<file path="config.mk">
export PLATFORM = sky130hd
export DESIGN_NAME = boardTop
export DESIGN_NICKNAME = d
export VERILOG_FILES = /design/src/hw/busPkg.sv /design/src/hw/boardPkg.sv /design/src/hw/tickDivider.sv /design/src/hw/inputSampler.sv /design/src/hw/portRegisters.sv /design/src/hw/segmentDisplay.sv /design/src/hw/boardTop.sv
export VERILOG_INCLUDE_DIRS = /design/src /design/src/hw
export SDC_FILE = /design/constraint.sdc
export NUM_CORES = 1
export LEC_CHECK = 0
export BUFFER_PORTS_ARGS = -buffer_cell sky130_fd_sc_hd__buf_2
export CORE_UTILIZATION = 34
export CTS_CLUSTER_DIAMETER = 100
export DETAILED_ROUTE_END_ITERATION = 6
export GPL_TIMING_DRIVEN = 1
export PLACE_DENSITY_LB_ADDON = 0.3
export SYNTH_ARGS = -nofsm -noshare
export SYNTH_HDL_FRONTEND = slang
export SYNTH_SLANG_ARGS = --single-unit
</file>
<file path="constraint.sdc">
create_clock -name selected_clk -period 9.4 [get_ports selected_clk]
set_input_delay 1.41 -clock selected_clk [delete_from_list [all_inputs] [get_ports selected_clk]]
set_output_delay 1.41 -clock selected_clk [all_outputs]
set_load 0.01 [all_outputs]
</file>
<file path="src/hw/board_params.svh">
`ifndef BOARD_PARAMS_SVH
`define BOARD_PARAMS_SVH

// **********************************************************************
// Board timing and bus constants
// **********************************************************************

// Clock cycles per digit scan step of the seven-segment displays.
`define BOARD_SCAN_DIV 25000

// Clock cycles per capture of the buttons and switches.
`define BOARD_SAMPLE_DIV 250000

// Width of the APB address bus.
`define BOARD_APB_AW 8

// Display-select code that puts the raw segment bytes on the digits.
`define BOARD_DIRECT_SEL 10

`endif

</file>
<file path="src/hw/busPkg.sv">
`default_nettype none
`include "board_params.svh"

package busPkg;

   // Master to slave half of an APB transfer.
   typedef struct packed {
      logic [`BOARD_APB_AW-1:0] paddr;
      logic                     psel;
      logic                     penable;
      logic                     pwrite;
      logic [31:0]              pwdata;
   } apbRequest;

   // Slave to master half of an APB transfer.
   typedef struct packed {
      logic [31:0] prdata;
      logic        pready;
      logic        pslverr;
   } apbResponse;

   // Register map of the port block. Word aligned.
   typedef enum logic [`BOARD_APB_AW-1:0] {
      ADDR_PORTA = 8'h00,
      ADDR_PORTB = 8'h04,
      ADDR_PORTC = 8'h08,
      ADDR_PORTD = 8'h0C,
      ADDR_PORTI = 8'h10,
      ADDR_PORTJ = 8'h14,
      ADDR_COUNT = 8'h18
   } portAddress;

endpackage

`default_nettype wire

</file>
<file path="src/hw/boardPkg.sv">
`default_nettype none
`include "board_params.svh"

package boardPkg;

   // Buttons and switches as seen by the rest of the board.
   typedef struct packed {
      logic [3:0]  btn;
      logic [15:0] sw;
   } boardInputs;

   // The four writable output ports.
   typedef struct packed {
      logic [31:0] a;
      logic [31:0] b;
      logic [31:0] c;
      logic [31:0] d;
   } outputPorts;

   // Word shown on the displays. Codes not listed here show zeros.
   typedef enum logic [3:0] {
      SRC_PORTA  = 4'd0,
      SRC_PORTB  = 4'd1,
      SRC_PORTC  = 4'd2,
      SRC_PORTD  = 4'd3,
      SRC_COUNT  = 4'd4,
      SRC_PORTI  = 4'd5,
      SRC_PORTJ  = 4'd6,
      SRC_DIRECT = 4'(`BOARD_DIRECT_SEL)
   } displaySource;

   // One four-digit display. Both fields are active low, seg[7] is the dot.
   typedef struct packed {
      logic [7:0] seg;
      logic [3:0] an;
   } sevenSegment;

endpackage

`default_nettype wire

</file>
<file path="src/hw/tickDivider.sv">
`default_nettype none
`include "board_params.svh"

module tickDivider
(
   input  wire logic selected_clk,
   input  wire logic res,
   output logic      scanTick,
   output logic      sampleTick
);

   logic [31:0] scanCount;
   logic [31:0] sampleCount;

   // **********************************************************************
   // Scan tick
   // **********************************************************************

   always_ff @(posedge selected_clk or posedge res)
   begin
      if (res)
      begin
         scanCount <= '0;
         scanTick  <= 1'b0;
      end
      else
      begin
         scanTick <= (scanCount == 32'(`BOARD_SCAN_DIV - 1));
         if (scanCount == 32'(`BOARD_SCAN_DIV - 1))
            scanCount <= '0;
         else
            scanCount <= scanCount + 32'd1;
      end
   end

   // **********************************************************************
   // Sample tick
   // **********************************************************************

   always_ff @(posedge selected_clk or posedge res)
   begin
      if (res)
      begin
         sampleCount <= '0;
         sampleTick  <= 1'b0;
      end
      else
      begin
         sampleTick <= (sampleCount == 32'(`BOARD_SAMPLE_DIV - 1));
         if (sampleCount == 32'(`BOARD_SAMPLE_DIV - 1))
            sampleCount <= '0;
         else
            sampleCount <= sampleCount + 32'd1;
      end
   end

endmodule

`default_nettype wire

</file>
<file path="src/hw/inputSampler.sv">
`default_nettype none

module inputSampler
   import boardPkg::*;
(
   input  wire logic [3:0]  btn,
   input  wire logic [15:0] sw,
   input  wire logic        selected_clk,
   input  wire logic        res,
   input  wire logic        sampleTick,
   output boardInputs       sampled
);

   boardInputs syncFirst;
   boardInputs syncSecond;

   // Two flops bring the asynchronous pins into the clock domain.
   always_ff @(posedge selected_clk or posedge res)
   begin
      if (res)
      begin
         syncFirst  <= '0;
         syncSecond <= '0;
      end
      else
      begin
         syncFirst  <= '{btn: btn, sw: sw};
         syncSecond <= syncFirst;
      end
   end

   // The slow capture filters out contact bounce.
   always_ff @(posedge selected_clk or posedge res)
   begin
      if (res)
      begin
         sampled <= '0;
      end
      else if (sampleTick)
      begin
         sampled <= syncSecond;
      end
   end

endmodule

`default_nettype wire

</file>
<file path="src/hw/portRegisters.sv">
`default_nettype none

module portRegisters
   import busPkg::*, boardPkg::*;
(
   input  wire logic       selected_clk,
   input  wire logic       res,
   input  wire apbRequest  request,
   output apbResponse      response,
   input  wire boardInputs sampled,
   output outputPorts      ports,
   output logic [31:0]     cycleCount
);

   portAddress  address;
   logic        access;
   logic        mapped;
   logic        readOnly;
   logic [31:0] readData;
   logic [31:0] portI;
   logic [31:0] portJ;

   assign address = portAddress'(request.paddr);
   assign access  = request.psel & request.penable;
   assign portI   = {28'd0, sampled.btn};
   assign portJ   = {16'd0, sampled.sw};

   // **********************************************************************
   // Address decode and read mux
   // **********************************************************************

   always_comb
   begin
      readData = '0;
      mapped   = 1'b1;
      readOnly = 1'b0;
      case (address)
         ADDR_PORTA: readData = ports.a;
         ADDR_PORTB: readData = ports.b;
         ADDR_PORTC: readData = ports.c;
         ADDR_PORTD: readData = ports.d;
         ADDR_PORTI:
         begin
            readData = portI;
            readOnly = 1'b1;
         end
         ADDR_PORTJ:
         begin
            readData = portJ;
            readOnly = 1'b1;
         end
         ADDR_COUNT:
         begin
            readData = cycleCount;
            readOnly = 1'b1;
         end
         default: mapped = 1'b0;
      endcase
   end

   // Transfers always complete in the access cycle.
   assign response.pready  = 1'b1;
   assign response.pslverr = access & (~mapped | (request.pwrite & readOnly));
   assign response.prdata  = (access & ~request.pwrite) ? readData : '0;

   // **********************************************************************
   // Writable ports and cycle counter
   // **********************************************************************

   always_ff @(posedge selected_clk or posedge res)
   begin
      if (res)
      begin
         ports <= '0;
      end
      else if (access && request.pwrite)
      begin
         case (address)
            ADDR_PORTA: ports.a <= request.pwdata;
            ADDR_PORTB: ports.b <= request.pwdata;
            ADDR_PORTC: ports.c <= request.pwdata;
            ADDR_PORTD: ports.d <= request.pwdata;
            default: ;
         endcase
      end
   end

   always_ff @(posedge selected_clk or posedge res)
   begin
      if (res)
         cycleCount <= '0;
      else
         cycleCount <= cycleCount + 32'd1;
   end

endmodule

`default_nettype wire

</file>
<file path="src/hw/segmentDisplay.sv">
`default_nettype none

module segmentDisplay
   import boardPkg::*;
(
   input  wire logic         selected_clk,
   input  wire logic         res,
   input  wire logic         scanTick,
   input  wire displaySource source,
   input  wire outputPorts   ports,
   input  wire logic [31:0]  cycleCount,
   input  wire boardInputs   sampled,
   output sevenSegment       low,
   output sevenSegment       high
);

   logic [1:0]  digit;
   logic [31:0] word;
   logic [15:0] lowHalf;
   logic [15:0] highHalf;
   logic [3:0]  lowNibble;
   logic [3:0]  highNibble;
   logic [3:0]  anodes;

   // Active-low segments gfedcba with the decimal point dark.
   function automatic logic [7:0] hexSegments(input logic [3:0] value);
      logic [7:0] pattern;
      case (value)
         4'h0: pattern = 8'hC0;
         4'h1: pattern = 8'hF9;
         4'h2: pattern = 8'hA4;
         4'h3: pattern = 8'hB0;
         4'h4: pattern = 8'h99;
         4'h5: pattern = 8'h92;
         4'h6: pattern = 8'h82;
         4'h7: pattern = 8'hF8;
         4'h8: pattern = 8'h80;
         4'h9: pattern = 8'h90;
         4'hA: pattern = 8'h88;
         4'hB: pattern = 8'h83;
         4'hC: pattern = 8'hC6;
         4'hD: pattern = 8'hA1;
         4'hE: pattern = 8'h86;
         default: pattern = 8'h8E;
      endcase
      return pattern;
   endfunction

   // **********************************************************************
   // Digit scanning
   // **********************************************************************

   // One counter drives both displays, so their digits stay in step.
   always_ff @(posedge selected_clk or posedge res)
   begin
      if (res)
         digit <= 2'd0;
      else if (scanTick)
         digit <= digit + 2'd1;
   end

   assign anodes = ~(4'b0001 << digit);

   // **********************************************************************
   // Source selection and segment drive
   // **********************************************************************

   always_comb
   begin
      case (source)
         SRC_PORTA: word = ports.a;
         SRC_PORTB: word = ports.b;
         SRC_PORTC: word = ports.c;
         SRC_PORTD: word = ports.d;
         SRC_COUNT: word = cycleCount;
         SRC_PORTI: word = {28'd0, sampled.btn};
         SRC_PORTJ: word = {16'd0, sampled.sw};
         default:   word = '0;
      endcase
   end

   assign lowHalf    = word[15:0];
   assign highHalf   = word[31:16];
   assign lowNibble  = lowHalf[{digit, 2'b00} +: 4];
   assign highNibble = highHalf[{digit, 2'b00} +: 4];

   always_comb
   begin
      low.an  = anodes;
      high.an = anodes;
      if (source == SRC_DIRECT)
      begin
         // Ports C and D hold one raw segment byte per digit.
         low.seg  = ports.c[{digit, 3'b000} +: 8];
         high.seg = ports.d[{digit, 3'b000} +: 8];
      end
      else
      begin
         low.seg  = hexSegments(lowNibble);
         high.seg = hexSegments(highNibble);
      end
   end

endmodule

`default_nettype wire

</file>
<file path="src/hw/boardTop.sv">
`default_nettype none

module boardTop
   import busPkg::*, boardPkg::*;
(
   input  wire logic        selected_clk,
   input  wire logic        res,
   input  wire logic [3:0]  btn,
   input  wire logic [15:0] sw,
   input  wire apbRequest   request,
   output apbResponse       response,
   output logic [15:0]      led,
   output logic [7:0]       segL,
   output logic [3:0]       anL,
   output logic [7:0]       segH,
   output logic [3:0]       anH
);

   logic        scanTick;
   logic        sampleTick;
   boardInputs  sampled;
   outputPorts  ports;
   logic [31:0] cycleCount;
   sevenSegment low;
   sevenSegment high;

   // **********************************************************************
   // Clock enables and input capture
   // **********************************************************************

   tickDivider ticks
   (
      .selected_clk (selected_clk),
      .res          (res),
      .scanTick     (scanTick),
      .sampleTick   (sampleTick)
   );

   inputSampler sampler
   (
      .btn          (btn),
      .sw           (sw),
      .selected_clk (selected_clk),
      .res          (res),
      .sampleTick   (sampleTick),
      .sampled      (sampled)
   );

   // **********************************************************************
   // Bus registers and display
   // **********************************************************************

   portRegisters registers
   (
      .selected_clk (selected_clk),
      .res          (res),
      .request      (request),
      .response     (response),
      .sampled      (sampled),
      .ports        (ports),
      .cycleCount   (cycleCount)
   );

   // Switches 7 to 4 pick the displayed word.
   segmentDisplay display
   (
      .selected_clk (selected_clk),
      .res          (res),
      .scanTick     (scanTick),
      .source       (displaySource'(sampled.sw[7:4])),
      .ports        (ports),
      .cycleCount   (cycleCount),
      .sampled      (sampled),
      .low          (low),
      .high         (high)
   );

   assign led  = ports.b[15:0];
   assign segL = low.seg;
   assign anL  = low.an;
   assign segH = high.seg;
   assign anH  = high.an;

endmodule

`default_nettype wire

</file>
Yosys cells after proc, flatten, opt, wreduce, memory -nomap -nowiden. Memories as Yosys holds them, arrays and structs flattened. Index checks and enable logic that the tools add are counted.

Input bits: 65. Flip-flop bits (word level): 288. Memories: 2. Bits in read-only memories: 224. Output and inout bits: 74.

Multiplexer cells: 9. Reductions and logical operators: 9. Equality and inequality tests: 15. Add/subtract/negate cells: 4. Shift-type cells: 5. Bitwise gates (word level): 8.

Memories: (no name shown) (depth 16, width 7, read ports 1, clocked after Yosys merged registers in 0, wr ports 0, RTL line segmentDisplay.sv:28) `case (value)`; (no name shown) (depth 16, width 7, read ports 1, clocked after Yosys merged registers in 0, wr ports 0, RTL line segmentDisplay.sv:28).

Operators with widths (count): $pmux W32 S7 (2); $add A32 B1 Y32 const B (3); $mux W32 (3); $shiftx A32 B6 Y8 (2); $eq A32 B15 Y1 const B (1); $eq A32 B18 Y1 const B (1); $shiftx A16 B5 Y4 (2); $eq A8 B5 Y1 const B (3); $eq A8 B4 Y1 const B (2); $mux W8 (2); $eq A4 B3 Y1 const B (3); $eq A4 B2 Y1 const B (2); $eq A8 B3 Y1 const B (1); $logic_not A8 Y1 (1); $reduce_and A2 Y1 (4); $reduce_or A7 Y1 (1); $and A1 B1 Y1 (4); $eq A4 B1 Y1 const B (1); $eq A4 B4 Y1 const B (1); $logic_not A4 Y1 (1); $not A4 Y4 (1); $shl A1 B2 Y4 const A (1); $reduce_or A3 Y1 (1); $add A2 B1 Y2 const B (1); 4 further kinds (6).

Logic depth before layout (Yosys ltp).
Depth after elaboration: 6. Gate-level depth with buffers: 16. Depth with buffers taken out: 12.

Hierarchy. Synthesis repeated with hierarchy kept, for this count alone.

Cell total of the unflattened synthesis: 1359. Area total of the unflattened synthesis: 15765.1 um2.

Modules (own cells, without submodules): portRegisters (cells each 608, instances 1, area an instance 7846.3 um2); tickDivider (cells each 290, instances 1, area an instance 3146.8 um2); segmentDisplay (cells each 378, instances 1, area an instance 2944.1 um2); inputSampler (cells each 83, instances 1, area an instance 1828.0 um2).

Worst setup path after synthesis. No wires, ideal clock.

Kind: in2out. Start point: input request[35] in the netlist's numbering. End point: output response[12] in the netlist's numbering. Stages on the path: 8. Slack: 4.662 ns. Data arrival time: 3.328 ns. Path through: or4_1 > or3_1 > buf_2 > nor2_4 > buf_2 > a21oi_1 > a21o_1 > a21oi_1.

RTL lines: from (decl) (RTL line boardTop.sv:10) `input wire apbRequest request,`; to (decl) (RTL line boardTop.sv:11) `output apbResponse response,`.

Worst setup path in the final report.
Start point: register, netlist name sampler.sampled[7]. End point: output segL[3].

Word-level cells in the longest chain between the ends: 5.

RTL lines: $eq A4 B3 Y1 (tied with other cells) (RTL line segmentDisplay.sv:70) `case (source)`; $pmux W32 S7 (RTL line segmentDisplay.sv:70); $shiftx A16 B5 Y4 (RTL line segmentDisplay.sv:84) `assign lowNibble = lowHalf[{digit, 2'b00} +: 4];`; $mem_v2 Z16 W7; $mux W8 (*) (RTL line segmentDisplay.sv:91) `if (source == SRC_DIRECT)`; to (decl) (RTL line boardTop.sv:13) `output logic [7:0] segL,`.

Mark *: on every way between the ends. The rest lies on a longest branch, timed or not.

==> flow_summary.ini <==
[clock_tree]
insertion_delay_ps = 520
postCtsSetupBuffers = 0
cts-resized-gates = 0
clock_sinks = 288
holdBufCountCts = 0
cts_tree = yes
htree_num_levels = 2
clock_path_buffers = 3
clk_pin_slew_worst_paths_ps = 60
ctsRootBufferMaster = clkbuf_16
cts_buffers = 35

[power_and_ir_drop]
power.density_nw_per_um2 = 159
leakage_nw = 7.81
irDropWorstVdd_v = 0.0000823
power_w = 0.00274

[grt]
first_global_vias = 11264
grt_usage_pct = 20.9
antenna_found_initial = 7
grt_max_degree = 202
grt_first_pass_wirelength_um = 70900
grt_overflow = 0

[hold_path]
hold_depth = 0
hp-class = flip-flop to flip-flop

[logic_synthesis]
yosysSeqAreaShare_pct = 48.1
synth_async_sr_flop_share_pct = 100
synth.avg_cell_area_um2 = 11.4
yosys_warnings = 0
syn_area_um2 = 15000
synth_edf_count = 0
synth_seq_cells = 288
ys_types = 67
synth_fp_nets = 1403
synthCells = 1319
synth-main-ff-cell = dfrtp_1

[run]
cap_violations = 0

[timing]
fin_tns_setup_ps = 0
drv_slew = 0
finalHoldViolCount = 0
max_freq_mhz = 157
tightestPinTransition_ps = 1200
period_minus_slack_ps = 6360
finalSetupViolations = 0
rsz0062_at_grt = no
fin_crit_sh_pct = 67.7
fin_skew_ps = 25.6
whs_ps = 346
max_slew_margin_pct = 19.5

[critical_path]
max_stage_delay_ps = 800
crit_chain = nor4b_4 > buf_4 > a22oi_1 > nand2_1 > a2111oi_0 > a31o_2 > o21ai_0 > inv_1 > ha_1 > mux2i_1 > nor3_1 > a211oi_1 > buf_2
crit_arrival_ps = 4950
cp_max_fo = 20
endpoint_kind = output pin
critPathLaunchType = flip-flop
critPathSlowestCell = nor4b_4
crit_type = flip-flop to output pin
reg2regPathDepth = 7
crit_required_ps = 7990

[place]
io_buffers = 137
detailed_place_hpwl_um = 32700
dpl-instance-area_um2 = 16100
gp_congestion = 0.936
dp.cells = 1964

[cells_and_area]
num-nets-final = 1500
stdcell_count = 2027
drive_gt1_share_pct = 29.5
area_growth_pct = 15.1
final_area_um2 = 17300

[route]
drc = 0
ant_nets = 0
via_per_inst = 5.69
drt_wl_total_um = 46700
drt_iter0_drc = 1401
dr.pass1.iters = 7
route.detailed.wl_per_inst_um = 23.0
vias = 11527

[floorplanning]
core_area_um2 = 43300
row_count = 76
die_y_um = 212
die_area_um2 = 44900
die_w_um = 212
ios = 139
start_util_pct = 34.7

[run_status]
status = finished, final reports clean
==> metal layers <==
layer	up-vias	GRT usage [%]	part of all wire, %
met1	5811	28.0	42
met4	12	7.27	3.6
li1	5052	-	-
met3	118	4.68	8.4
met5	-	0	0.20
met2	534	33.2	46
==> critical path, delay by kind of cell, from the launching register on <==
family          cells  cell delay, ps
compound gates      5            1400
simple gates        3             960
buf+inv             3             820
flops               1             750
fa+ha+maj           1             360
mux                 1             140
==> final timing paths <==
path / slack, ps / endpoint / from
worst max-delay path: 3040 / segL[3] / sampler.sampled[7]
worst min-delay path: 350 / sampler.syncSecond[15] / sampler.syncFirst[15]
worst max register to register: 6980 / ticks.sampleCount[31] / ticks.sampleCount[4]
worst min register to register: 350 / sampler.syncSecond[15] / sampler.syncFirst[15]
max in group asynchronous: 6790 / registers.ports[56] / res
min in group asynchronous: 990 / sampler.syncFirst[2] / res
==> power breakdown <==
| group | switching [W] | total, W | internal [W] |
|---|---|---|---|
| registers | 0.0000142 | 0.00127 | 0.00126 |
| logic | 0.0000630 | 0.0000942 | 0.0000312 |
| clock network | 0.000521 | 0.00138 | 0.000855 |
==> layout make-up <==
cell class | instances | area (um^2)
Fill cell | 4241 | 26000
Sequential cell | 288 | 7210
Multi-Input combinational cell | 914 | 7200
Clock buffer | 52 | 1050
Timing Repair Buffer | 159 | 863
Tap cell | 585 | 732
Clock inverter | 10 | 128
Inverter | 18 | 75.1
Antenna cell | 1 | 2.50
==> placed cells by master, fill, tap and decap left out, types with 21 or more instances in the layout <==
master	count
buf_2	137
nand3_1	51
a21oi_1	40
xor2_1	33
dfrtp_1	287
and3_1	26
a22oi_1	52
clkbuf_16	37
a22o_1	28
xnor2_1	58
nor2_1	91
nand2_1	88
mux2_2	172
a222oi_1	24
buf_4	21
==> cells in the mapped netlist (all sizes together) (6+ instances only) <==
master	instances	area (um^2)
nor4	20	146
nand3	51	255
a21o	7	52.6
nor2b	6	37.5
a22o	28	245
o21ai	20	100
mux4	17	383
a211oi	8	60.1
xnor2	58	508
xor2	33	289
nand4	17	106
nor2	94	360
nand2b	7	43.8
a21oi	41	209
a222oi	24	240
a221oi	20	175
nand2	88	330
a31oi	10	68.8
mux2i	17	170
nor4b	6	88.8
mux2	181	2040
nor3	14	80.1
ha	19	238
and3	26	163
a22oi	52	390
inv	18	67.6
clkbuf	34	128
buf	65	422
dfrtp	288	7210
==> flip-flops by register name, indices dropped and copies added, names as in the netlist <==
signal / count
sampler.syncFirst: 20
sampler.syncSecond: 20
registers.cycleCount: 32
sampler.sampled: 20
display.digit: 2
registers.ports: 128
ticks.scanTick: 1
ticks.sampleCount: 32
ticks.scanCount: 32
ticks.sampleTick: 1
==> per-stage QoR <==
step	utilization (%)	worst slack [ps]
after floorplan	-	41.0
after global placement	37.2	3290
after detailed placement	37.2	3220
after CTS	39.9	3140
after global routing	39.9	2800
final	39.9	3040
==> cell families after synthesis <==
| logic type | synth area share [%] |
|---|---|
| adder cells (fa/ha/maj) | 1.59 |
| AO/OA/AOI/OAI | 11.4 |
| flip-flops | 48.1 |
| buffers and inverters | 4.11 |
| other | 0.0250 |
| multiplexers | 17.3 |
| AND/OR/NAND/NOR | 12.2 |
| XOR/XNOR | 5.32 |
(Power assumes the default switching activity.)
